<file path="config.mk">
export PLATFORM = sky130hd
export DESIGN_NAME = frame_integrator
export DESIGN_NICKNAME = d
export VERILOG_FILES = /design/src/logic/focus_pkg.sv /design/src/logic/frame_integrator.sv
export VERILOG_INCLUDE_DIRS = /design/src /design/src/logic
export SDC_FILE = /design/constraint.sdc
export NUM_CORES = 1
export LEC_CHECK = 0
export BUFFER_PORTS_ARGS = -buffer_cell sky130_fd_sc_hd__buf_2
export CORE_AREA = 3 3 104 106
export CTS_CLUSTER_DIAMETER = 80
export DETAILED_ROUTE_END_ITERATION = 10
export DIE_AREA = 0 0 107 109
export PLACE_DENSITY = 0.75
export SYNTH_ARGS = -nofsm -noshare
export SYNTH_HDL_FRONTEND = slang
export SYNTH_SLANG_ARGS = --single-unit
</file>
<file path="constraint.sdc">
create_clock -name clk -period 3.55 [get_ports clk]
set_input_delay 0.1775 -clock clk [delete_from_list [all_inputs] [get_ports clk]]
set_output_delay 0.1775 -clock clk [all_outputs]
set_load 0.01 [all_outputs]
</file>
<file path="src/logic/focus_defines.svh">
// widths and fixed table locations shared by the focus sharpness core
// include in any file that sizes a port or decodes the window bank
`ifndef FOCUS_DEFINES_SVH
`define FOCUS_DEFINES_SVH

`define FOCUS_COEF_W      13  // coefficient input, signed
`define FOCUS_WEIGHT_W    16  // filter weight, unsigned
`define FOCUS_TAB_ADDR_W  10  // 16 banks of 64 weights
`define FOCUS_BLK_SUM_W   23  // saturating block sum of squares
`define FOCUS_FRAME_ACC_W 40  // frame accumulator
`define FOCUS_HIFREQ_W    32  // reported frame value, acc >> 8
`define FOCUS_SHARP_W     12  // per-block sharpness
`define FOCUS_POS_W       9   // block column/row in 8x8 blocks
`define FOCUS_MBLK_W      8   // macroblock counters
`define FOCUS_WND_BANK    15  // bank whose first words hold the window setup
`define FOCUS_PIPE_LAT    5   // last coef_valid to blk_valid, in clk cycles

`endif

</file>
<file path="src/logic/focus_pkg.sv">
// types shared across the focus sharpness core
// modules name these in port lists and import the package where the body needs them
`default_nettype none

`include "focus_defines.svh"

package focus_pkg;

    typedef logic signed [`FOCUS_COEF_W-1:0]   coef_t;     // dct coefficient
    typedef logic [`FOCUS_WEIGHT_W-1:0]        weight_t;   // filter table word
    typedef logic [`FOCUS_TAB_ADDR_W-1:0]      tab_addr_t; // {filter, coef index}
    typedef logic [`FOCUS_BLK_SUM_W-1:0]       blk_sum_t;
    typedef logic [`FOCUS_SHARP_W-1:0]         sharp_t;
    typedef logic [`FOCUS_POS_W-1:0]           pos_t;      // {macroblock, sub-block bit}
    typedef logic [2:0]                        blk_type_t; // 0..3 luma, 4..7 chroma

    // word offsets inside the window bank
    typedef enum logic [2:0] {
        WND_LEFT   = 3'd0,
        WND_RIGHT  = 3'd1,
        WND_TOP    = 3'd2,
        WND_BOTTOM = 3'd3,
        WND_WIDTH  = 3'd4,
        WND_FILTER = 3'd5
    } wnd_reg_e;

endpackage

`default_nettype wire

</file>
<file path="src/logic/frame_integrator.sv">
// carries per-block flags to the end of the pipeline and builds the frame sum
// in-window luma block sums add up; the total is reported on the last block
`timescale 1ns/1ps
`default_nettype none

`include "focus_defines.svh"

module frame_integrator (
    input  wire                          clk,
    input  wire                          arst_n,
    input  wire                          blk_start,
    input  wire                          luma,
    input  wire                          in_woi,
    input  wire                          frame_first,
    input  wire                          frame_last,
    input  wire                          blk_done,
    input  wire focus_pkg::blk_sum_t     blk_sum,
    output logic                         blk_valid,
    output logic                         hifreq_valid,
    output logic [`FOCUS_HIFREQ_W-1:0]   hifreq
);
    logic                           start_d;     // luma/in_woi valid now
    logic                           ff_d, fl_d;
    logic [3:0]                     flag_q [2];  // {luma, in_woi, first, last}, two in flight
    logic                           wr_ptr, rd_ptr;
    logic [3:0]                     head;
    logic [`FOCUS_FRAME_ACC_W-1:0]  acc;
    logic [`FOCUS_FRAME_ACC_W-1:0]  acc_base;
    logic                           last_pend;   // frame total ready next cycle

    assign head     = flag_q[rd_ptr];
    assign acc_base = head[1] ? '0 : acc;        // first block of a frame restarts

    always_ff @(posedge clk) begin
        if (blk_start) begin
            ff_d <= frame_first;
            fl_d <= frame_last;
        end
        if (start_d) begin
            flag_q[wr_ptr] <= {luma, in_woi, ff_d, fl_d};
        end
    end

    always_ff @(posedge clk or negedge arst_n) begin
        if (!arst_n) begin
            start_d      <= 1'b0;
            wr_ptr       <= 1'b0;
            rd_ptr       <= 1'b0;
            acc          <= '0;
            blk_valid    <= 1'b0;
            last_pend    <= 1'b0;
            hifreq_valid <= 1'b0;
            hifreq       <= '0;
        end else begin
            start_d <= blk_start;
            if (start_d) begin
                wr_ptr <= ~wr_ptr;
            end
            if (blk_done) begin
                rd_ptr <= ~rd_ptr;
                acc    <= acc_base + ((head[3] && head[2]) ? `FOCUS_FRAME_ACC_W'(blk_sum) : '0);
            end
            blk_valid    <= blk_done && head[3]; // chroma blocks stay silent
            last_pend    <= blk_done && head[0];
            hifreq_valid <= last_pend;
            if (last_pend) begin
                hifreq <= acc[`FOCUS_FRAME_ACC_W-1:8];
            end
        end
    end

endmodule

`default_nettype wire

</file>
After elaboration in Yosys (flattened, before gate mapping)
Memory sizes are Yosys's and may differ from the RTL's.
Index checks and enable logic that the tools add are counted.

storage, ports and cells
  memories = 1
  register bits after elaboration = 80
  RAM bits = 8
  input bits = 31
  word-level logic and storage cells = 21
  output and inout bits = 34

operators by class
  multiplexer cells = 4
  reductions and logical operators = 3
  $add $sub $neg = 1
  bitwise operators = 2

memories
  memory  depth  width  read ports  clocked after memory_dff  wr ports  RTL line                text
  flag_q  2      4      1           0                         1         frame_integrator.sv:24  logic [3:0] flag_q [2];

operators with widths
  kind                                       number
  40-bit by 23-bit adder with 40-bit output  1
  40-bit 2-to-1 mux                          1
  23-bit 2-to-1 mux                          1
  1-bit logical AND                          3
  1-bit 2-to-1 mux                           2
  1-bit NOT                                  2

Longest topological paths before layout
An unclocked memory read counts as a cell.

  depth in word-level cells = 4
  depth in mapped cells = 15
  depth with buffers taken out = 12

Worst setup path before layout
No wires, ideal clock.

  kind = register to register
  start = register rd_ptr
  end = register acc[26]
  period minus slack after synthesis = 3338 ps
  cell stages (with the launch flop) = 15
  library setup time = 121 ps
  data required time = 3429 ps
  buffers on the path = 3
  arrival time = 3217 ps
  setup slack = 212 ps
  path through = dfrtp_1 > buf_6 > mux2i_4 > clkbuf_8 > clkbuf_1 > and2_1 > ha_1 > fa_1 > a21o_1 > a221oi_2 > o21ai_1 > o211a_4 > a21bo_4 > and3_1 > o22a_1

on the way
  longest elaborated chain between the ends = 4
  elaborated cells on any way between the ends = 5
  those cells by class = add/sub: 1; mux: 2; reduce/logical: 1; memory: 1

ends and longest elaborated chain
  what                                           RTL line                text
  start, declared                                frame_integrator.sv:25  logic wr_ptr, rd_ptr;
  start signal, assigned                         frame_integrator.sv:60  rd_ptr <= ~rd_ptr;
  memory 2 x 4 bit (*)                           --
  1-bit logical AND                              frame_integrator.sv:61  acc <= acc_base + ((head[3] && head[2]) ? `FOCUS_FRAME_ACC_W'(blk_sum) : '0);
  23-bit 2-to-1 mux                              frame_integrator.sv:61
  40-bit by 23-bit adder with 40-bit output (*)  frame_integrator.sv:61
  end signal, assigned                           frame_integrator.sv:61
  end, declared                                  frame_integrator.sv:27  logic [`FOCUS_FRAME_ACC_W-1:0] acc;

Every way passes the cells marked *; elsewhere a longest branch is shown, timed or not.
A chain may end at the register's enable or synchronous reset.

Final worst setup path
  start = register rd_ptr
  end = register acc[30]

Same word-level chain as after synthesis.

==> impl_metrics.yaml <==
global_route:
  track_usage: 0.201
  grt_max_degree: 79
  grt_pass1_wl_mm: 18.9
  first_global_vias: 3990
  overflow: 0
  antenna_found_initial: 0
detailed_routing:
  drtAntennaViolNets: 0
  routedWlPerCell_um: 15.9
  first_pass_iters: 4
  drt-total-wl_mm: 11.1
  drcViolationCount: 0
  drt_iter0_markers: 221
  routed_via_density: 5.69
  vias: 3974
power_and_ir_drop:
  leakagePower_nw: 2.90
  power_w: 0.00342
  vdd_drop_max_uv: 246
  p_per_area_mw_per_mm2: 581
clock_network:
  htree_levels: 3
  numCtsBuffers: 9
  clk_latency_ns: 0.37
  cts_buffer_depth: 2
  clock-sinks: 88
  cts-root-buf: "clkbuf_8"
  tritoncts: "done"
  clk_pin_slew_ns: 0.09
yosys:
  ys_warn_count: 0
  yosysUniqueCellTypes: 65
  async_flop_share: 0.886
  ys_ff_latch: 88
  syn_nets: 549
  synth_top_flop_cell: "dfrtp_1"
  synth_edf_count: 10
  avgSynthCellArea_um2: 10.5
  yosysSeqAreaShare: 0.433
  synthCells: 494
  syn_area_mm2: 0.00520
layout:
  diodes: 0
  largest_register_ffs: 40
  syn2layout_area_growth_pct: 13.1
  nNetsFinal: 616
  drive_above_1_share: 0.270
  reg_top3: "acc (40), hifreq (32), flag_q (8)"
  final_cells: 699
  top_register: "acc"
setup_path:
  worstPathArrival_ns: 3.58
  r2r_start: "rd_ptr"
  ff2ff_path_depth: 11
  cp_max_fo: 12
  end_kind: "flip-flop"
  criticalPathCategory: "flip-flop to flip-flop"
  reg2reg_slack_ns: 0.25
  required_ns: 3.83
  worstReg2RegEnd: "acc[30]"
  startpoint_type: "flip-flop"
outcome:
  violations: "hold timing"
  status: "finished, violations left"
die:
  die_y_um: 109
  die_area_mm2: 0.0117
  start_util: 0.528
  die_x_um: 107
  io_pins: 65
  core-area_mm2: 0.00986
  num_rows: 36
sta:
  slew_headroom: 0.353
  finClkSkew_ns: 0.00956
  report.final.slew_viol_count: 0
  grt_setup_unrepaired: "false"
  finalCriticalPeriod_ns: 3.30
  worst_slack_ns: 0.249
  finalHoldViolCount: 69
  period_share: 0.930
  setup_violations: 0
  worst_pin_slew_ns: 0.971
  fin_setup_tns_ns: 0
  hold_ws_ns: -0.0305
  max_freq_ghz: 0.303
min_path:
  hold_path_class: "primary input to async pin"
placement:
  pre_cts_slack_ns: 0.166
  hpwl_mm: 8.06
  place.port_buffers: 64
  dp.cells: 677
  gp_congestion: 0.932
flow_run:
  drv_cap: 0
==> per-stage QoR <==
stage | utilization | cell area, um^2
after floorplan | - | 5200
after global placement | 0.572 | 5640
after detailed placement | 0.572 | 5640
after CTS | 0.594 | 5860
after global routing | 0.597 | 5880
final | 0.597 | 5880
==> layout make-up <==
cell class                      count  area (um^2)
Fill cell                         847         3980
Timing Repair Buffer               83          478
Clock buffer                        9          124
Inverter                           10         37.5
Tap cell                          133          166
Sequential cell                    88         2250
Clock inverter                      7         47.5
Multi-Input combinational cell    369         2780
==> worst max-delay path by stage <==
stage / slack (ns) / to / from
after floorplan: 0.21 / acc[26] / rd_ptr
after global placement: 0.22 / acc[26] / rd_ptr
after global routing: 0.009 / acc[19] / rd_ptr
final: 0.25 / acc[30] / rd_ptr
after detailed placement: 0.17 / acc[24] / rd_ptr
after CTS: 0.13 / acc[26] / rd_ptr
==> logic make-up (layout without fill, tap and decap cells) <==
family / Yosys count / in the layout / synth area share
and+or+nand+nor: 168 / 168 / 0.180
buffers and inverters: 37 / 109 / 0.0356
DFF: 88 / 88 / 0.433
AOI/OAI and AO/OA: 104 / 104 / 0.144
muxes: 52 / 52 / 0.114
xor gates and xnor gates: 21 / 21 / 0.0353
adders and majority gates: 24 / 24 / 0.0591
==> Yosys cell counts, types with 6 or more instances <==
cell	instances	share of area
a21o_1	12	0.017
a21oi_1	21	0.020
a31oi_1	6	0.0072
and2_1	52	0.063
and3_1	8	0.0096
buf_2	6	0.0058
clkbuf_1	12	0.0087
dfrtp_1	78	0.38
edfxtp_1	10	0.058
ha_1	23	0.055
inv_1	10	0.0072
mux2_2	48	0.10
nand2_1	38	0.027
nand3_1	18	0.017
nand4_1	6	0.0072
nor2_1	14	0.010
o211ai_1	7	0.010
o21ai_0	10	0.0096
xnor2_1	11	0.019
xor2_1	10	0.017
==> layout by cell type (no fill, tap or decap), types with 3 or more instances in the layout <==
cell type       n
a211oi_1        4
buf_4          15
o21bai_1        5
or4_1           5
ha_1           23
o31ai_1         5
o211ai_1        7
nand4b_1        4
nand2_1        38
o21ai_0         9
nor2_1         14
edfxtp_1       10
buf_2          63
nor3_1          4
dlygate4sd3_1   5
a31oi_1         6
xnor2_1        11
xor2_1         10
dfrtp_1        77
a21o_1         12
nand4_1         6
a211o_1         3
a21oi_1        21
a21boi_0        5
inv_1          10
and3_1          8
o311ai_0        5
nand3_1        18
nor4_1          5
mux2_2         48
mux2i_1         3
o21ai_1         4
and2_1         52
clkbuf_8        9
==> worst max-delay path, cell delays in order, from the launching register on <==
cell,delay (ns)
dfrtp_2,0.47
mux2i_4,0.43
buf_4,0.23
and2_1,0.13
ha_1,0.26
and3_1,0.24
nand3_1,0.13
o21ai_1,0.32
o211a_4,0.26
a21boi_4,0.09
or4_1,0.53
o211ai_1,0.13
==> per-layer routing <==
| layer | share of wire | global-route usage | wire length (um) | vias up |
|---|---|---|---|---|
| li1 | - | - | - | 1941 |
| met5 | 0 | 0 | 0 | - |
| met1 | 0.46 | 0.269 | 5100 | 1915 |
| met3 | 0.042 | 0.0314 | 462 | 20 |
| met2 | 0.47 | 0.330 | 5260 | 98 |
| met4 | 0.023 | 0.0813 | 256 | 0 |
==> report_power, final <==
| part | switching, W | leakage (nW) | internal, W |
|---|---|---|---|
| clock | 0.000373 | 0.0870 | 0.000254 |
| sequential | 0.000174 | 1.14 | 0.00128 |
| combinational | 0.000709 | 1.67 | 0.000631 |
==> what timing repair did <==
action / CTS / global route
endpoints found under the setup margin: 0 / 20
hold endpoints to repair: 7 / 0
hold buffers: 5 / 0
buffers inserted: 0 / 1
gates resized for setup: 0 / 2
Note: power is estimated with default switching activity, not from simulation.
