### config.mk
export PLATFORM = sky130hd
export DESIGN_NAME = block_integrator
export DESIGN_NICKNAME = d
export VERILOG_FILES = /design/src/logic/focus_pkg.sv /design/src/logic/block_integrator.sv
export VERILOG_INCLUDE_DIRS = /design/src /design/src/logic
export SDC_FILE = /design/constraint.sdc
export NUM_CORES = 1
export LEC_CHECK = 0
export ABC_AREA = 1
export BUFFER_PORTS_ARGS = -buffer_cell sky130_fd_sc_hd__buf_2
export CORE_ASPECT_RATIO = 0.6
export CORE_MARGIN = 10
export CORE_UTILIZATION = 52
export DETAILED_ROUTE_END_ITERATION = 7
export PLACE_DENSITY = 0.77
export SLEW_MARGIN = 20
export SYNTH_ARGS = -nofsm -noshare
export SYNTH_HDL_FRONTEND = slang
export SYNTH_SLANG_ARGS = --single-unit
### constraint.sdc
create_clock -name clk -period 2.1 [get_ports clk]
set_input_delay 0.21 -clock clk [delete_from_list [all_inputs] [get_ports clk]]
set_output_delay 0.21 -clock clk [all_outputs]
set_load 0.02 [all_outputs]
### src/logic/focus_defines.svh
// widths and fixed table locations shared by the focus sharpness core
// include in any file that sizes a port or decodes the window bank
`ifndef FOCUS_DEFINES_SVH
`define FOCUS_DEFINES_SVH

`define FOCUS_COEF_W      13  // coefficient input, signed
`define FOCUS_WEIGHT_W    16  // filter weight, unsigned
`define FOCUS_TAB_ADDR_W  10  // 16 banks of 64 weights
`define FOCUS_BLK_SUM_W   23  // saturating block sum of squares
`define FOCUS_FRAME_ACC_W 40  // frame accumulator
`define FOCUS_HIFREQ_W    32  // reported frame value, acc >> 8
`define FOCUS_SHARP_W     12  // per-block sharpness
`define FOCUS_POS_W       9   // block column/row in 8x8 blocks
`define FOCUS_MBLK_W      8   // macroblock counters
`define FOCUS_WND_BANK    15  // bank whose first words hold the window setup
`define FOCUS_PIPE_LAT    5   // last coef_valid to blk_valid, in clk cycles

`endif

### src/logic/focus_pkg.sv
// types shared across the focus sharpness core
// modules name these in port lists and import the package where the body needs them
`default_nettype none

`include "focus_defines.svh"

package focus_pkg;

    typedef logic signed [`FOCUS_COEF_W-1:0]   coef_t;     // dct coefficient
    typedef logic [`FOCUS_WEIGHT_W-1:0]        weight_t;   // filter table word
    typedef logic [`FOCUS_TAB_ADDR_W-1:0]      tab_addr_t; // {filter, coef index}
    typedef logic [`FOCUS_BLK_SUM_W-1:0]       blk_sum_t;
    typedef logic [`FOCUS_SHARP_W-1:0]         sharp_t;
    typedef logic [`FOCUS_POS_W-1:0]           pos_t;      // {macroblock, sub-block bit}
    typedef logic [2:0]                        blk_type_t; // 0..3 luma, 4..7 chroma

    // word offsets inside the window bank
    typedef enum logic [2:0] {
        WND_LEFT   = 3'd0,
        WND_RIGHT  = 3'd1,
        WND_TOP    = 3'd2,
        WND_BOTTOM = 3'd3,
        WND_WIDTH  = 3'd4,
        WND_FILTER = 3'd5
    } wnd_reg_e;

endpackage

`default_nettype wire

### src/logic/block_integrator.sv
// sums the weighted squares over one block with saturation
// reports the block sum and a 12-bit sharpness value after index 63
`timescale 1ns/1ps
`default_nettype none

`include "focus_defines.svh"

module block_integrator (
    input  wire                     clk,
    input  wire                     arst_n,
    input  wire                     sq_valid,
    input  wire                     sq_first,
    input  wire                     sq_last,
    input  wire [16:0]              sq,
    output logic                    blk_done,
    output focus_pkg::blk_sum_t     blk_sum,
    output focus_pkg::sharp_t       blk_sharp
);
    logic [`FOCUS_BLK_SUM_W-1:0] acc;
    logic [`FOCUS_BLK_SUM_W:0]   sum_raw;  // one spare bit for overflow
    logic [`FOCUS_BLK_SUM_W-1:0] sum_sat;

    assign sum_raw = (sq_first ? '0 : {1'b0, acc}) + (`FOCUS_BLK_SUM_W+1)'(sq);
    assign sum_sat = sum_raw[`FOCUS_BLK_SUM_W] ? '1 : sum_raw[`FOCUS_BLK_SUM_W-1:0];

    always_ff @(posedge clk or negedge arst_n) begin
        if (!arst_n) begin
            acc      <= '0;
            blk_done <= 1'b0;
        end else begin
            blk_done <= sq_valid && sq_last;
            if (sq_valid) begin
                acc <= sum_sat;                  // first square restarts the sum
            end
        end
    end

    always_ff @(posedge clk) begin
        if (sq_valid && sq_last) begin
            blk_sum   <= sum_sat;
            blk_sharp <= (|sum_sat[`FOCUS_BLK_SUM_W-1:20]) ? '1 : sum_sat[19:8]; // clip at 2^20
        end
    end

endmodule

`default_nettype wire

# ---- Word level (Yosys, flattened, before mapping)
# Cells that the tools add are included.
dict set report totals {
  reg_bits 59
  latch_bits 0
  ramBits 0
  romBits 0
  wordCells 9
  memories 0
}
dict set report classes {
  add_sub_neg 1
  multipliers 0
  div_mod_pow 0
  magnitude_cmp 0
  eq_ne 0
  shift 0
  mux 2
  n_bitwise 0
  n_reduce_logical 2
}
# operator n
set op_table {}
lappend op_table {{23-bit 2-to-1 mux} 2}
lappend op_table {{23-bit by 17-bit adder with 24-bit output} 1}
lappend op_table {{3-bit OR reduction} 1}
lappend op_table {{1-bit logical AND} 1}

# ---- Depth between registers and ports, before layout
dict set report logic_depth {
  ltp_word 4
  depth_mapped 17
  depth_no_buf 15
}

# ---- Least setup slack after synthesis
# OpenSTA, ideal clock, no wires.
dict set report synth_timing {
  path_type {in2reg}
  startpoint {input sq_first}
  endpoint {register blk_sharp[1] (data pin)}
  setup_ns 0.262
  arrival_ns 2.231
  required_ns 1.838
  setup_slack_ns -0.394
  path_stages 16
  cell_sequence {buf_6 clkbuf_1 nor2_1 ha_1 fa_1 nand3_1 nand2_1 nand2_1 nand2_1 nand3_1 nand3_1 nand2_1 nand3_2 inv_2 buf_6 nand3_2}
}
dict set report synth_via {
  elab_chain_cells 4
}
# element line
set synth_rtl {}
lappend synth_rtl {{from (decl)} block_integrator.sv:12} ;# input wire sq_first,
lappend synth_rtl {{23-bit 2-to-1 mux} block_integrator.sv:23} ;# assign sum_raw = (sq_first ? '0 : {1'b0, acc}) + (`FOCUS_BLK_SUM_W+1)'(sq);
lappend synth_rtl {{23-bit by 17-bit adder with 24-bit output} block_integrator.sv:23}
lappend synth_rtl {{23-bit 2-to-1 mux} block_integrator.sv:24} ;# assign sum_sat = sum_raw[`FOCUS_BLK_SUM_W] ? '1 : sum_raw[`FOCUS_BLK_SUM_W-1:0];
lappend synth_rtl {{via sum_sat[22]} block_integrator.sv:21} ;# logic [`FOCUS_BLK_SUM_W-1:0] sum_sat;
lappend synth_rtl {{3-bit OR reduction} block_integrator.sv:41} ;# blk_sharp <= (|sum_sat[`FOCUS_BLK_SUM_W-1:20]) ? '1 : sum_sat[19:8];
lappend synth_rtl {{to (signal assigned)} block_integrator.sv:41}
lappend synth_rtl {{to (decl)} block_integrator.sv:17} ;# output focus_pkg::sharp_t blk_sharp
# The timed path passes the listed nets, and every way through them passes these cells.
# A chain may end at the register's enable or synchronous reset.

# ---- Worst setup path after layout
dict set report layout_timing {
  startpoint {register acc[5]}
  endpoint {register blk_sharp[2] (data pin)}
}
dict set report layout_via {
  elab_chain_cells 4
}
# element line
set layout_rtl {}
lappend layout_rtl {{from (decl)} block_integrator.sv:19} ;# logic [`FOCUS_BLK_SUM_W-1:0] acc;
lappend layout_rtl {{from (signal assigned)} block_integrator.sv:33} ;# acc <= sum_sat;
lappend layout_rtl {{23-bit 2-to-1 mux} block_integrator.sv:23}
lappend layout_rtl {{23-bit by 17-bit adder with 24-bit output} block_integrator.sv:23}
lappend layout_rtl {{23-bit 2-to-1 mux} block_integrator.sv:24}
lappend layout_rtl {{via sum_sat[20]} block_integrator.sv:21}
lappend layout_rtl {{3-bit OR reduction} block_integrator.sv:41}
# The timed path passes the listed nets, and every way through them passes these cells.

==> impl_metrics.sql <==
INSERT INTO impl_metrics (metric_group, metric, value, unit) VALUES
('global_route', 'grt_usage', '20.94', '%'),
('logic_synthesis', 'syn_area', '3935', 'sq um'),
('hold_path', 'min-delay-path-class', 'input pin to flop', ''),
('finish', 'most_used_cells_in_the_layout_excluding_fill_and_tap_cells', 'nand2_1, buf_4, inv_1, buf_2, nand2_2', ''),
('clock_network', 'numClockSinks', '59', ''),
('timing', 'final_critical_path_setup_slack', '-0.3506', 'ns'),
('logic_synthesis', 'count_of_mapped_cells_out_of_synthesis', '501', ''),
('floorplanning', 'die_area', '11560', 'sq um'),
('timing', 'worst_skew', '0.004198', 'ns'),
('power_and_ir_drop', 'clock_power_share', '27.6', '%'),
('power_and_ir_drop', 'vdd.ir_drop.worst', '0.0005292', 'V'),
('floorplanning', 'coreArea', '7297', 'sq um'),
('global_route', 'initial_antenna_violation_count', '0', ''),
('logic_synthesis', 'syn_area_per_cell', '7.854', 'sq um'),
('floorplanning', 'placement_rows', '24', ''),
('logic_synthesis', 'synth_enable_flop_cells', '35', ''),
('timing', 'unrepaired_setup_endpoints_after_global_routing', 'true', ''),
('floorplanning', 'io_pins', '58', ''),
('drt', 'remaining_drc_errors', '0', ''),
('drt', 'drtPass1Iterations', '6', ''),
('global_route', 'maximum_number_of_pins_on_one_net_before_global_route_repair', '37', ''),
('timing', 'setup_tns', '-9.522', 'ns'),
('power_and_ir_drop', 'sw_frac_of_total', '35.65', '%'),
('drt', 'via_count', '3984', ''),
('place', 'instance_count_after_placement_with_tap_cells_included', '722', ''),
('global_route', 'gr-total-overflow', '0', ''),
('place', 'postPlaceCellArea', '4940', 'sq um'),
('clock_network', 'numCtsBuffers', '9', ''),
('worst_setup_path', 'data_required_time_of_the_critical_path', '2.18', 'ns'),
('finish', 'final_net_count', '697', ''),
('timing', 'timing.final.max_slew_violations', '0', ''),
('power_and_ir_drop', 'cellLeakagePower', '0.003069', 'uW'),
('logic_synthesis', 'postSynthNetCount', '541', ''),
('worst_setup_path', 'critical_path_end_type', 'flop', ''),
('logic_synthesis', 'netlist-cell-type-count', '33', ''),
('finish', 'stdcell_count', '766', ''),
('floorplanning', 'chip_width', '132.3', 'um'),
('power_and_ir_drop', 'total_switching_power', '1888', 'uW'),
('timing', 'finalSetupViolCount', '58', ''),
('finish', 'layout.cells.most_common', 'nand2_1', ''),
('floorplanning', 'chipHeight', '87.38', 'um'),
('clock_network', 'ctsHtreeMaxLevel', '3', ''),
('timing', 'max_clock_freq', '408.1', 'MHz'),
('run_status', 'failed_checks', 'setup timing', ''),
('global_route', 'grt_first_pass_wirelength', '18990', 'um'),
('timing', 'timing_worst_slew_pin_value', '0.6747', 'ns'),
('power_and_ir_drop', 'power_report.internal_total', '3408', 'uW'),
('power_and_ir_drop', 'comb_power_share', '42.8', '%'),
('drt', 'drtIter0Drc', '359', ''),
('logic_synthesis', 'yosys_warnings', '0', ''),
('power_and_ir_drop', 'pwr_density_cell', '888.7', 'nW/um^2'),
('clock_network', 'max-clock-path-buffers', '2', ''),
('clock_network', 'clk_transition_reported_paths', '0.05', 'ns'),
('clock_network', 'clk_latency', '0.34', 'ns'),
('place', 'portBuffers', '57', ''),
('finish', 'n_antenna_cell', '0', ''),
('run', 'maxCapViolCount', '0', ''),
('logic_synthesis', 'synth_seq_area_share', '41.97', '%'),
('finish', 'flow.area_growth_from_synthesis', '51.45', '%'),
('worst_setup_path', 'startpoint_to_endpoint_class_of_the_critical_path', 'flop to flop', ''),
('power_and_ir_drop', 'post-layout-total-power', '5296', 'uW'),
('logic_synthesis', 'yosys_most_used_dff', 'edfxtp_1', ''),
('logic_synthesis', 'synth_async_sr_flop_share', '40.68', '%'),
('drt', 'ant_nets', '0', ''),
('worst_setup_path', 'startpoint_type', 'flop', ''),
('place', 'dp_hpwl', '8303', 'um'),
('run_status', 'outcome', 'complete, but fails checks', ''),
('timing', 'finalHoldViolations', '0', ''),
('timing', 'finalCritPeriodShare', '116.7', '%'),
('global_route', 'vias_in_the_first_global_route', '3804', ''),
('finish', 'layout.cell_area.non_filler', '5959', 'sq um');
-- critical path, stage by stage, from the launching register on --
cell and delay (ns):
dfrtp_1 0.35, inv_1 0.07, nor2_1 0.05, ha_1 0.33, buf_6 0.12, nand2_1 0.07
inv_1 0.10, nand2_2 0.08, nor2_4 0.11, nand2_2 0.08, nand3_4 0.09, nand2_2 0.09
nand3_4 0.09, nand3_4 0.10, nor2_4 0.15, buf_6 0.13, buf_12 0.12, nand3_4 0.06
-- routing by layer --
layer	part of all wire (%)	routed length, um	up-vias	GRT usage (%)
met5	0	0	-	0
met4	3.4	445	0	7.555
met3	9.3	1207	45	6.221
met2	44	5701	205	31.92
met1	43	5625	1842	27.75
li1	-	-	1892	-
-- area by class of cell --
class / instances / area, sq um
Inverter: 91 / 354.1
Multi-Input combinational cell: 341 / 2367
Timing Repair Buffer: 155 / 1160
Clock inverter: 5 / 53.80
Clock buffer: 11 / 242.7
Fill cell: 463 / 1338
Sequential cell: 59 / 1652
Tap cell: 104 / 130.1
-- cells by family (layout without fill, tap and decap cells) --
group / after synthesis / after routing / share of synthesized area [%]
and+or+nand+nor: 274 / 274 / 33.61
adders and majority gates: 18 / 18 / 5.914
DFF: 59 / 59 / 41.97
buffers and inverters: 101 / 262 / 10.81
AOI/OAI and AO/OA: 41 / 41 / 5.914
xor gates and xnor gates: 8 / 8 / 1.781
-- metrics by stage --
step	utilization [%]	setup slack, ns
floorplan	-	-0.1112
global placement	67.70	-0.3167
detailed placement	67.70	-0.3687
CTS	76.22	-0.2523
global route	81.67	-0.4562
finish	81.67	-0.3506
-- registers in the layout, indices dropped and copies added (netlist names) --
name and count:
blk_sharp 12, acc 23, blk_sum 23, blk_done 1
-- cell usage after synthesis, types with 6 or more instances --
cell / n / area, sq um
ha_1: 17 / 212.7
nand2_1: 141 / 529.3
inv_2: 8 / 30.03
edfxtp_1: 35 / 1051
o21ai_0: 19 / 95.09
inv_1: 82 / 307.8
dfrtp_1: 24 / 600.6
xor2_1: 7 / 61.31
nand3_1: 31 / 155.2
nor2_1: 51 / 191.4
nand3_2: 13 / 130.1
nand2_2: 6 / 37.54
nand4_1: 6 / 37.54
a21oi_1: 10 / 50.05
nor2_2: 10 / 62.56
-- timing repair --
| action | CTS | global route |
|---|---|---|
| endpoints found under the hold margin | 24 | 0 |
| setup endpoints to repair | 58 | 58 |
| cloned | 1 | 1 |
| hold buffers | 1 | 0 |
| gates resized for setup | 42 | 99 |
| pin swaps | 23 | 49 |
| buffers inserted | 18 | 10 |
-- power by group through the flow --
stage / sequential, uW / clock (uW) / combinational [uW]
after global routing: 1580 / 1520 / 2460
after CTS: 1560 / 1480 / 1950
after global placement: 1570 / 0 / 1730
after floorplan: 1670 / 0 / 1030
after detailed placement: 1570 / 0 / 1780
final: 1560 / 1460 / 2270
-- worst paths after layout --
path / end / cells after the start / start / slack (ns)
min in group asynchronous: acc[9] / 2 / arst_n / 0.45
min reg2reg: acc[10] / 2 / acc[10] / 0.48
max in group asynchronous: acc[4] / 2 / arst_n / 1.22
max: blk_sharp[2] / 17 / acc[5] / -0.35
min: acc[0] / 4 / sq[0] / 0.25
max reg2reg: blk_sharp[2] / 17 / acc[5] / -0.35
Power figures use the tool's default switching activity.
