**src/logic/focus_defines.svh**
```systemverilog
// widths and fixed table locations shared by the focus sharpness core
// include in any file that sizes a port or decodes the window bank
`ifndef FOCUS_DEFINES_SVH
`define FOCUS_DEFINES_SVH

`define FOCUS_COEF_W      13  // coefficient input, signed
`define FOCUS_WEIGHT_W    16  // filter weight, unsigned
`define FOCUS_TAB_ADDR_W  10  // 16 banks of 64 weights
`define FOCUS_BLK_SUM_W   23  // saturating block sum of squares
`define FOCUS_FRAME_ACC_W 40  // frame accumulator
`define FOCUS_HIFREQ_W    32  // reported frame value, acc >> 8
`define FOCUS_SHARP_W     12  // per-block sharpness
`define FOCUS_POS_W       9   // block column/row in 8x8 blocks
`define FOCUS_MBLK_W      8   // macroblock counters
`define FOCUS_WND_BANK    15  // bank whose first words hold the window setup
`define FOCUS_PIPE_LAT    5   // last coef_valid to blk_valid, in clk cycles

`endif

```
**src/logic/focus_pkg.sv**
```systemverilog
// types shared across the focus sharpness core
// modules name these in port lists and import the package where the body needs them
`default_nettype none

`include "focus_defines.svh"

package focus_pkg;

    typedef logic signed [`FOCUS_COEF_W-1:0]   coef_t;     // dct coefficient
    typedef logic [`FOCUS_WEIGHT_W-1:0]        weight_t;   // filter table word
    typedef logic [`FOCUS_TAB_ADDR_W-1:0]      tab_addr_t; // {filter, coef index}
    typedef logic [`FOCUS_BLK_SUM_W-1:0]       blk_sum_t;
    typedef logic [`FOCUS_SHARP_W-1:0]         sharp_t;
    typedef logic [`FOCUS_POS_W-1:0]           pos_t;      // {macroblock, sub-block bit}
    typedef logic [2:0]                        blk_type_t; // 0..3 luma, 4..7 chroma

    // word offsets inside the window bank
    typedef enum logic [2:0] {
        WND_LEFT   = 3'd0,
        WND_RIGHT  = 3'd1,
        WND_TOP    = 3'd2,
        WND_BOTTOM = 3'd3,
        WND_WIDTH  = 3'd4,
        WND_FILTER = 3'd5
    } wnd_reg_e;

endpackage

`default_nettype wire

```
**src/logic/coef_weighter.sv**
```systemverilog
// weights each coefficient from the selected filter bank and squares it
// three stages: saturate + table read, multiply, magnitude scale + square
`timescale 1ns/1ps
`default_nettype none

`include "focus_defines.svh"

module coef_weighter (
    input  wire                           clk,
    input  wire                           arst_n,
    input  wire                           coef_valid,
    input  wire                           blk_start,
    input  wire focus_pkg::coef_t         coef,
    input  wire [3:0]                     filt_sel,
    input  wire focus_pkg::weight_t       rd_data,
    output focus_pkg::tab_addr_t          rd_addr,
    output logic                          sq_valid,
    output logic                          sq_first,
    output logic                          sq_last,
    output logic [16:0]                   sq
);
    logic [5:0]                  idx_cnt;   // index of the next coefficient
    logic [5:0]                  idx_cur;
    logic [3:0]                  filt_blk;  // filter held for the whole block
    logic [3:0]                  filt_cur;
    logic                        v1, first1, last1, dc1;
    logic signed [11:0]          c1;
    logic [`FOCUS_WEIGHT_W-1:0]  w1;
    logic                        v2, first2, last2;
    logic signed [28:0]          p2;
    logic [28:0]                 mag2;
    logic [15:0]                 mag_sat;
    logic [31:0]                 sq_full;

    assign idx_cur  = blk_start ? 6'd0 : idx_cnt;
    assign filt_cur = blk_start ? filt_sel : filt_blk;
    assign rd_addr  = {filt_cur, idx_cur};           // filter * 64 + index

    assign w1      = dc1 ? '0 : rd_data;             // dc never contributes
    assign mag2    = p2[28] ? 29'(-p2) : 29'(p2);
    assign mag_sat = (|mag2[28:26]) ? 16'hffff : mag2[25:10]; // >> 10, clip to 17b signed
    assign sq_full = mag_sat * mag_sat;

    always_ff @(posedge clk or negedge arst_n) begin
        if (!arst_n) begin
            idx_cnt  <= '0;
            filt_blk <= '0;
            v1       <= 1'b0;
            v2       <= 1'b0;
            sq_valid <= 1'b0;
        end else begin
            if (coef_valid) begin
                idx_cnt <= idx_cur + 1'b1;           // wraps to 0 after 63
            end
            if (blk_start) begin
                filt_blk <= filt_sel;
            end
            v1       <= coef_valid;
            v2       <= v1;
            sq_valid <= v2;
        end
    end

    // markers and data ride along with the valids
    always_ff @(posedge clk) begin
        first1   <= blk_start;
        last1    <= (idx_cur == 6'd63);
        dc1      <= (idx_cur == 6'd0);
        c1       <= (coef[12] == coef[11]) ? coef[11:0] : {coef[12], {11{coef[11]}}};
        first2   <= first1;
        last2    <= last1;
        p2       <= c1 * $signed({1'b0, w1});        // signed x unsigned weight
        sq_first <= first2;
        sq_last  <= last2;
        sq       <= {1'b0, sq_full[31:16]};          // square >> 16
    end

endmodule

`default_nettype wire

```
**config.mk**
```make
export PLATFORM = sky130hd
export DESIGN_NAME = coef_weighter
export DESIGN_NICKNAME = d
export VERILOG_FILES = /design/src/logic/focus_pkg.sv /design/src/logic/coef_weighter.sv
export VERILOG_INCLUDE_DIRS = /design/src /design/src/logic
export SDC_FILE = /design/constraint.sdc
export NUM_CORES = 1
export LEC_CHECK = 0
export ABC_AREA = 1
export BUFFER_PORTS_ARGS = -buffer_cell sky130_fd_sc_hd__buf_2
export CAP_MARGIN = 20
export CORE_UTILIZATION = 55
export CTS_CLUSTER_DIAMETER = 120
export DETAILED_ROUTE_END_ITERATION = 12
export PLACE_DENSITY_LB_ADDON = 0.2
export SKIP_CTS_REPAIR_TIMING = 1
export SYNTH_ARGS = -nofsm -noshare
export SYNTH_HDL_FRONTEND = slang
export SYNTH_SLANG_ARGS = --single-unit
export TNS_END_PERCENT = 30
```
**constraint.sdc**
```tcl
create_clock -name clk -period 6 [get_ports clk]
set_input_delay 0.3 -clock clk [delete_from_list [all_inputs] [get_ports clk]]
set_output_delay 0.3 -clock clk [all_outputs]
set_load 0.01 [all_outputs]
```
# After elaboration in Yosys (flattened, before gate mapping)
# Index checks and enable logic that the tools add are counted.
totals:
  reg_bits: 77
  inputBits: 37
classes:
  add_sub_neg: 2
  mul: 2
  n_eq_ne: 2
  n_mux: 6
  n_reduce_logical: 2
ops:
  columns: ["cell", "count"]
  rows:
  - ["16-bit by 16-bit multiplier with 32-bit output", 1]
  - ["16-bit 2-to-1 mux", 2]
  - ["12-bit by 17-bit multiplier with 29-bit output", 1]
  - ["29-bit 2-to-1 mux", 1]
  - ["29-bit negation", 1]
  - ["12-bit 2-to-1 mux", 1]
  - ["6-bit by 1-bit adder with 6-bit output (second input constant)", 1]
  - ["6-bit == test (second input constant)", 1]
  - ["6-bit zero test", 1]
  - ["6-bit 2-to-1 mux", 1]
  - ["4-bit 2-to-1 mux", 1]
  - ["3-bit OR reduction", 1]
  - ["1-bit == test", 1]

# Depth between registers and ports, before layout
depth:
  ltp_word: 5
  depth_mapped: 38
  depth_no_buf: 37

# Worst setup path after synthesis
# No wires, ideal clock.
synth_path:
  path_type: "flip-flop to flip-flop"
  startpoint: "register p2[11]"
  endpoint: "register sq[15]"
  setup_time_ps: 112
  t_arrival_ps: 6189
  required_ps: 5888
  slack_ps: -302
  path_stages_with_launch: 35
  path_buffers: 2
  path_cell_list: "dfxtp_1 nor2_4 nand2_1 nor2_2 nand2_1 nor2_2 nand2_1 nand3_2 nor2_8 buf_6 nand2_4 inv_1 buf_4 nor2_1 inv_1 fa_1 inv_1 fa_1 fa_1 fa_1 fa_1 inv_1 fa_1 inv_1 ha_1 a21oi_1 o21ai_0 nand2_1 nand2_1 nand3_1 nand2_1 a2111oi_0 nand2_1 nand2_1 nand2_1"
synth_via:
  elab_chain_len: 5
synth_lines:
  columns: ["item", "line", "source"]
  rows:
  - ["from (decl)", "coef_weighter.sv:30", "logic signed [28:0] p2;"]
  - ["from (signal assigned)", "coef_weighter.sv:72", "p2 <= c1 * $signed({1'b0, w1});"]
  - ["29-bit negation", "coef_weighter.sv:40", "assign mag2 = p2[28] ? 29'(-p2) : 29'(p2);"]
  - ["29-bit 2-to-1 mux *", "coef_weighter.sv:40", null]
  - ["3-bit OR reduction", "coef_weighter.sv:41", "assign mag_sat = (|mag2[28:26]) ? 16'hffff : mag2[25:10];"]
  - ["16-bit 2-to-1 mux *", "coef_weighter.sv:41", null]
  - ["16-bit by 16-bit multiplier with 32-bit output *", "coef_weighter.sv:42", "assign sq_full = mag_sat * mag_sat;"]
  - ["named net sq_full[31]", "coef_weighter.sv:33", "logic [31:0] sq_full;"]
  - ["to (signal assigned)", "coef_weighter.sv:75", "sq <= {1'b0, sq_full[31:16]};"]
  - ["to (decl)", "coef_weighter.sv:20", "output logic [16:0] sq"]
# Mark *: on every way through the listed nets, which the timed path passes. The rest lies on a longest branch.
# A chain may end at the register's enable or synchronous reset.

# Final worst setup path
layout_path:
  startpoint: "register p2[8]"
  endpoint: "register sq[12]"
layout_via:
  elab_chain_len: 5
layout_lines:
  columns: ["item", "line"]
  rows:
  - ["29-bit negation *", "coef_weighter.sv:40"]
  - ["29-bit 2-to-1 mux *", "coef_weighter.sv:40"]
  - ["3-bit OR reduction", "coef_weighter.sv:41"]
  - ["16-bit 2-to-1 mux *", "coef_weighter.sv:41"]
  - ["16-bit by 16-bit multiplier with 32-bit output *", "coef_weighter.sv:42"]
  - ["named net sq_full[28]", "coef_weighter.sv:33"]
# Marks and branches as above.

==> qor.csv <==
metric,value,unit
dp_cells,2581,
grt_pass1_wl,69.8,mm
avgSynthCellArea,8.24,um2
grt-ovfl-total,0,
nFillCells,2297,
route.detailed.drc,0,
finalSetupTns,-6.38,ns
end_kind,register,
antenna_left,0,
layout.cells.non_filler,2621,
netlist_instances,1953,
wire_per_inst,16.3,um
die_area,30000,um2
htreeDepth,3,
clk_latency,0.36,ns
worst_r2r_path_depth,35,
yosysSeqAreaShare,9.98,%
syn-num-nets,2476,
synth_area,16100,um2
hold_depth,3,
ios,67,
criticalPathCategory,register to register,
viasPerCell,5.13,
final-hold-violation-count,0,
start_util,55.9,%
drv_cap,0,
grt_antenna_before_repair,1,
relSlewSlack,58.9,%
hpwl,36.5,mm
die_h,173,um
path_clk_slew,0.08,ns
critPathMaxStageDelay,0.62,ns
grt_start_max_net_pins,18,
grt_pass1_vias,14200,
cts.sinks,77,
fmax,0.153,GHz
area_growth,22.6,%
drt-total-wl,42.7,mm
layout-drive-gt1-share,23.9,%
worst_pin_slew,0.616,ns
fin_skew,0.0196,ns
cts_root_buf,clkbuf_16,
cp_max_fo,4,
synth_warnings,0,
core_area,28800,um2
port_buffers,65,
hp-class,input port to register,
r2r_slack,-0.52,ns
fin_crit,6.52,ns
rsz0062_at_grt,yes,
cts_tree,built,
drtPass1Iterations,7,
required,6.24,ns
ys_types,51,
rows,62,
status,"finished, violations left",
drt_iter0_drc,966,
maxSlewViolCount,0,
cp.arrival,6.76,ns
critical-path-slowest-cell,fa_2,
ys_seq_elements,77,
cp-start-kind,register,
finalCritPeriodShare,109,%
final_nets,2754,
globalplace.congestion,0.952,
postLayoutSetupSlackWorst,-0.520,ns
dieWidth,173,um
cts_max_path_buffers,2,
setup_violations,16,
violations,negative setup slack,
vias,13400,
cts_buffers,9,
grt_usage,29.4,%
## registers in the layout, indices dropped and copies added, names as in the netlist, 4 cells and up
signal	cells
filt_blk	4
c1	12
idx_cnt	6
p2	29
sq	16
## Yosys cell counts (all sizes together)
cell / count / area share, %
and3: 2 / 0.078
xor2: 39 / 2.1
or2: 6 / 0.23
xnor2: 16 / 0.87
clkbuf: 20 / 0.47
mux2i: 2 / 0.12
o311ai: 1 / 0.054
fa: 303 / 38
conb: 1 / 0.023
clkinv: 3 / 0.070
nor4: 4 / 0.16
a2111oi: 2 / 0.11
a211oi: 1 / 0.047
a21o: 7 / 0.33
a31oi: 4 / 0.16
nand3b: 1 / 0.047
nand4: 7 / 0.27
dfrtp: 13 / 2.0
a31o: 2 / 0.11
o221ai: 2 / 0.11
nor3: 17 / 0.63
dfxtp: 64 / 8.0
a221oi: 1 / 0.054
inv: 474 / 11
a21oi: 63 / 2.0
o31ai: 3 / 0.14
o21ai: 40 / 1.3
o211ai: 2 / 0.093
o21a: 8 / 0.37
ha: 183 / 14
a21boi: 3 / 0.14
nand2: 384 / 9.2
nor2: 223 / 5.6
o21bai: 5 / 0.30
nand3: 36 / 1.4
buf: 11 / 0.48
## final cells by class
type                            instances  area, um2  area share (%)
Clock buffer                            9        225            1.14
Inverter                              477       1830            9.29
Timing Repair Buffer                  298       2200            11.1
Clock inverter                          7       62.6           0.317
Sequential cell                        77       1620            8.23
Multi-Input combinational cell       1368      13300            67.5
Antenna cell                            1       2.50          0.0127
Tap cell                              384        480            2.43
## worst max-delay path: cells and delay by family, from the launching register on
kind	cells	cell delay, ns
fa+ha+maj	7	3.17
simple gates	15	1.62
compound gates	5	0.49
buf+inv	6	0.48
flops	1	0.32
xor+xnor	2	0.30
## routing by layer
| metal | track usage (%) | wire [um] | vias to the layer above | part of all wire, % |
|---|---|---|---|---|
| li1 | - | - | 6370 | - |
| met1 | 42.2 | 19800 | 6616 | 46 |
| met2 | 46.8 | 19400 | 403 | 45 |
| met3 | 5.23 | 2840 | 56 | 6.6 |
| met4 | 6.08 | 637 | 0 | 1.5 |
| met5 | 0 | 0 | - | 0 |
## worst paths after layout
kind | startpoint | endpoint
setup / recovery | p2[8]$_DFF_P_ | sq[12]$_DFF_P_
hold / removal | coef[7] | c1[7]$_DFF_P_
setup reg to reg | p2[8]$_DFF_P_ | sq[12]$_DFF_P_
hold reg to reg | last2$_DFF_P_ | sq_last$_DFF_P_
max in group asynchronous | arst_n | idx_cnt[2]$_DFFE_PN0P_
min in group asynchronous | arst_n | filt_blk[1]$_DFF_PN0_
## per-stage QoR
stage / setup WS [ns] / hold WS [ns] / cell area (um2) / utilization (%)
floorplan: -0.0350 / 0.00441 / 16300 / -
global placement: -0.641 / 0.197 / 18500 / 64.3
detailed placement: -0.662 / 0.199 / 18500 / 64.3
CTS: -0.738 / -0.182 / 18800 / 65.3
global route: -0.826 / 0.139 / 19700 / 68.6
finish: -0.520 / 0.126 / 19700 / 68.6
## cells by family (layout without fill, tap and decap cells)
kind of cell / count (synthesis) / count (layout) / share of synthesized area [%]
buf+inv: 508 / 791 / 12.1
compound gates: 144 / 144 / 5.31
xor+xnor: 55 / 55 / 2.99
mux: 2 / 2 / 0.124
simple gates: 680 / 680 / 17.6
other cells: 1 / 2 / 0.0233
flops: 77 / 77 / 9.98
fa+ha+maj: 486 / 486 / 51.9
## cell usage in the layout, fill, tap and decap left out, types with 8 or more instances in the layout
| cell | Yosys | final |
|---|---|---|
| nand2_2 | 12 | 28 |
| nor2_4 | 3 | 19 |
| clkbuf_16 | 0 | 9 |
| dfxtp_1 | 64 | 50 |
| inv_1 | 462 | 447 |
| nor2_1 | 211 | 167 |
| nand3_1 | 31 | 28 |
| nand2_4 | 2 | 9 |
| nor2_2 | 8 | 36 |
| a21oi_1 | 63 | 45 |
| o21a_1 | 8 | 8 |
| inv_2 | 12 | 16 |
| nor3_1 | 15 | 11 |
| ha_4 | 0 | 10 |
| a21oi_2 | 0 | 15 |
| xor2_1 | 39 | 37 |
| nand2_1 | 370 | 345 |
| ha_1 | 183 | 172 |
| xnor2_1 | 16 | 16 |
| dfxtp_2 | 0 | 14 |
| inv_4 | 0 | 8 |
| o21ai_0 | 32 | 24 |
| fa_2 | 0 | 8 |
| buf_2 | 5 | 65 |
| buf_4 | 4 | 215 |
| fa_1 | 303 | 295 |
| dfrtp_1 | 13 | 13 |
| o21ai_2 | 4 | 11 |
| buf_6 | 2 | 10 |
Power is left out: the tool's default activity adds up to more than one toggle a clock period on the data nets, which glitch-free logic cannot reach.
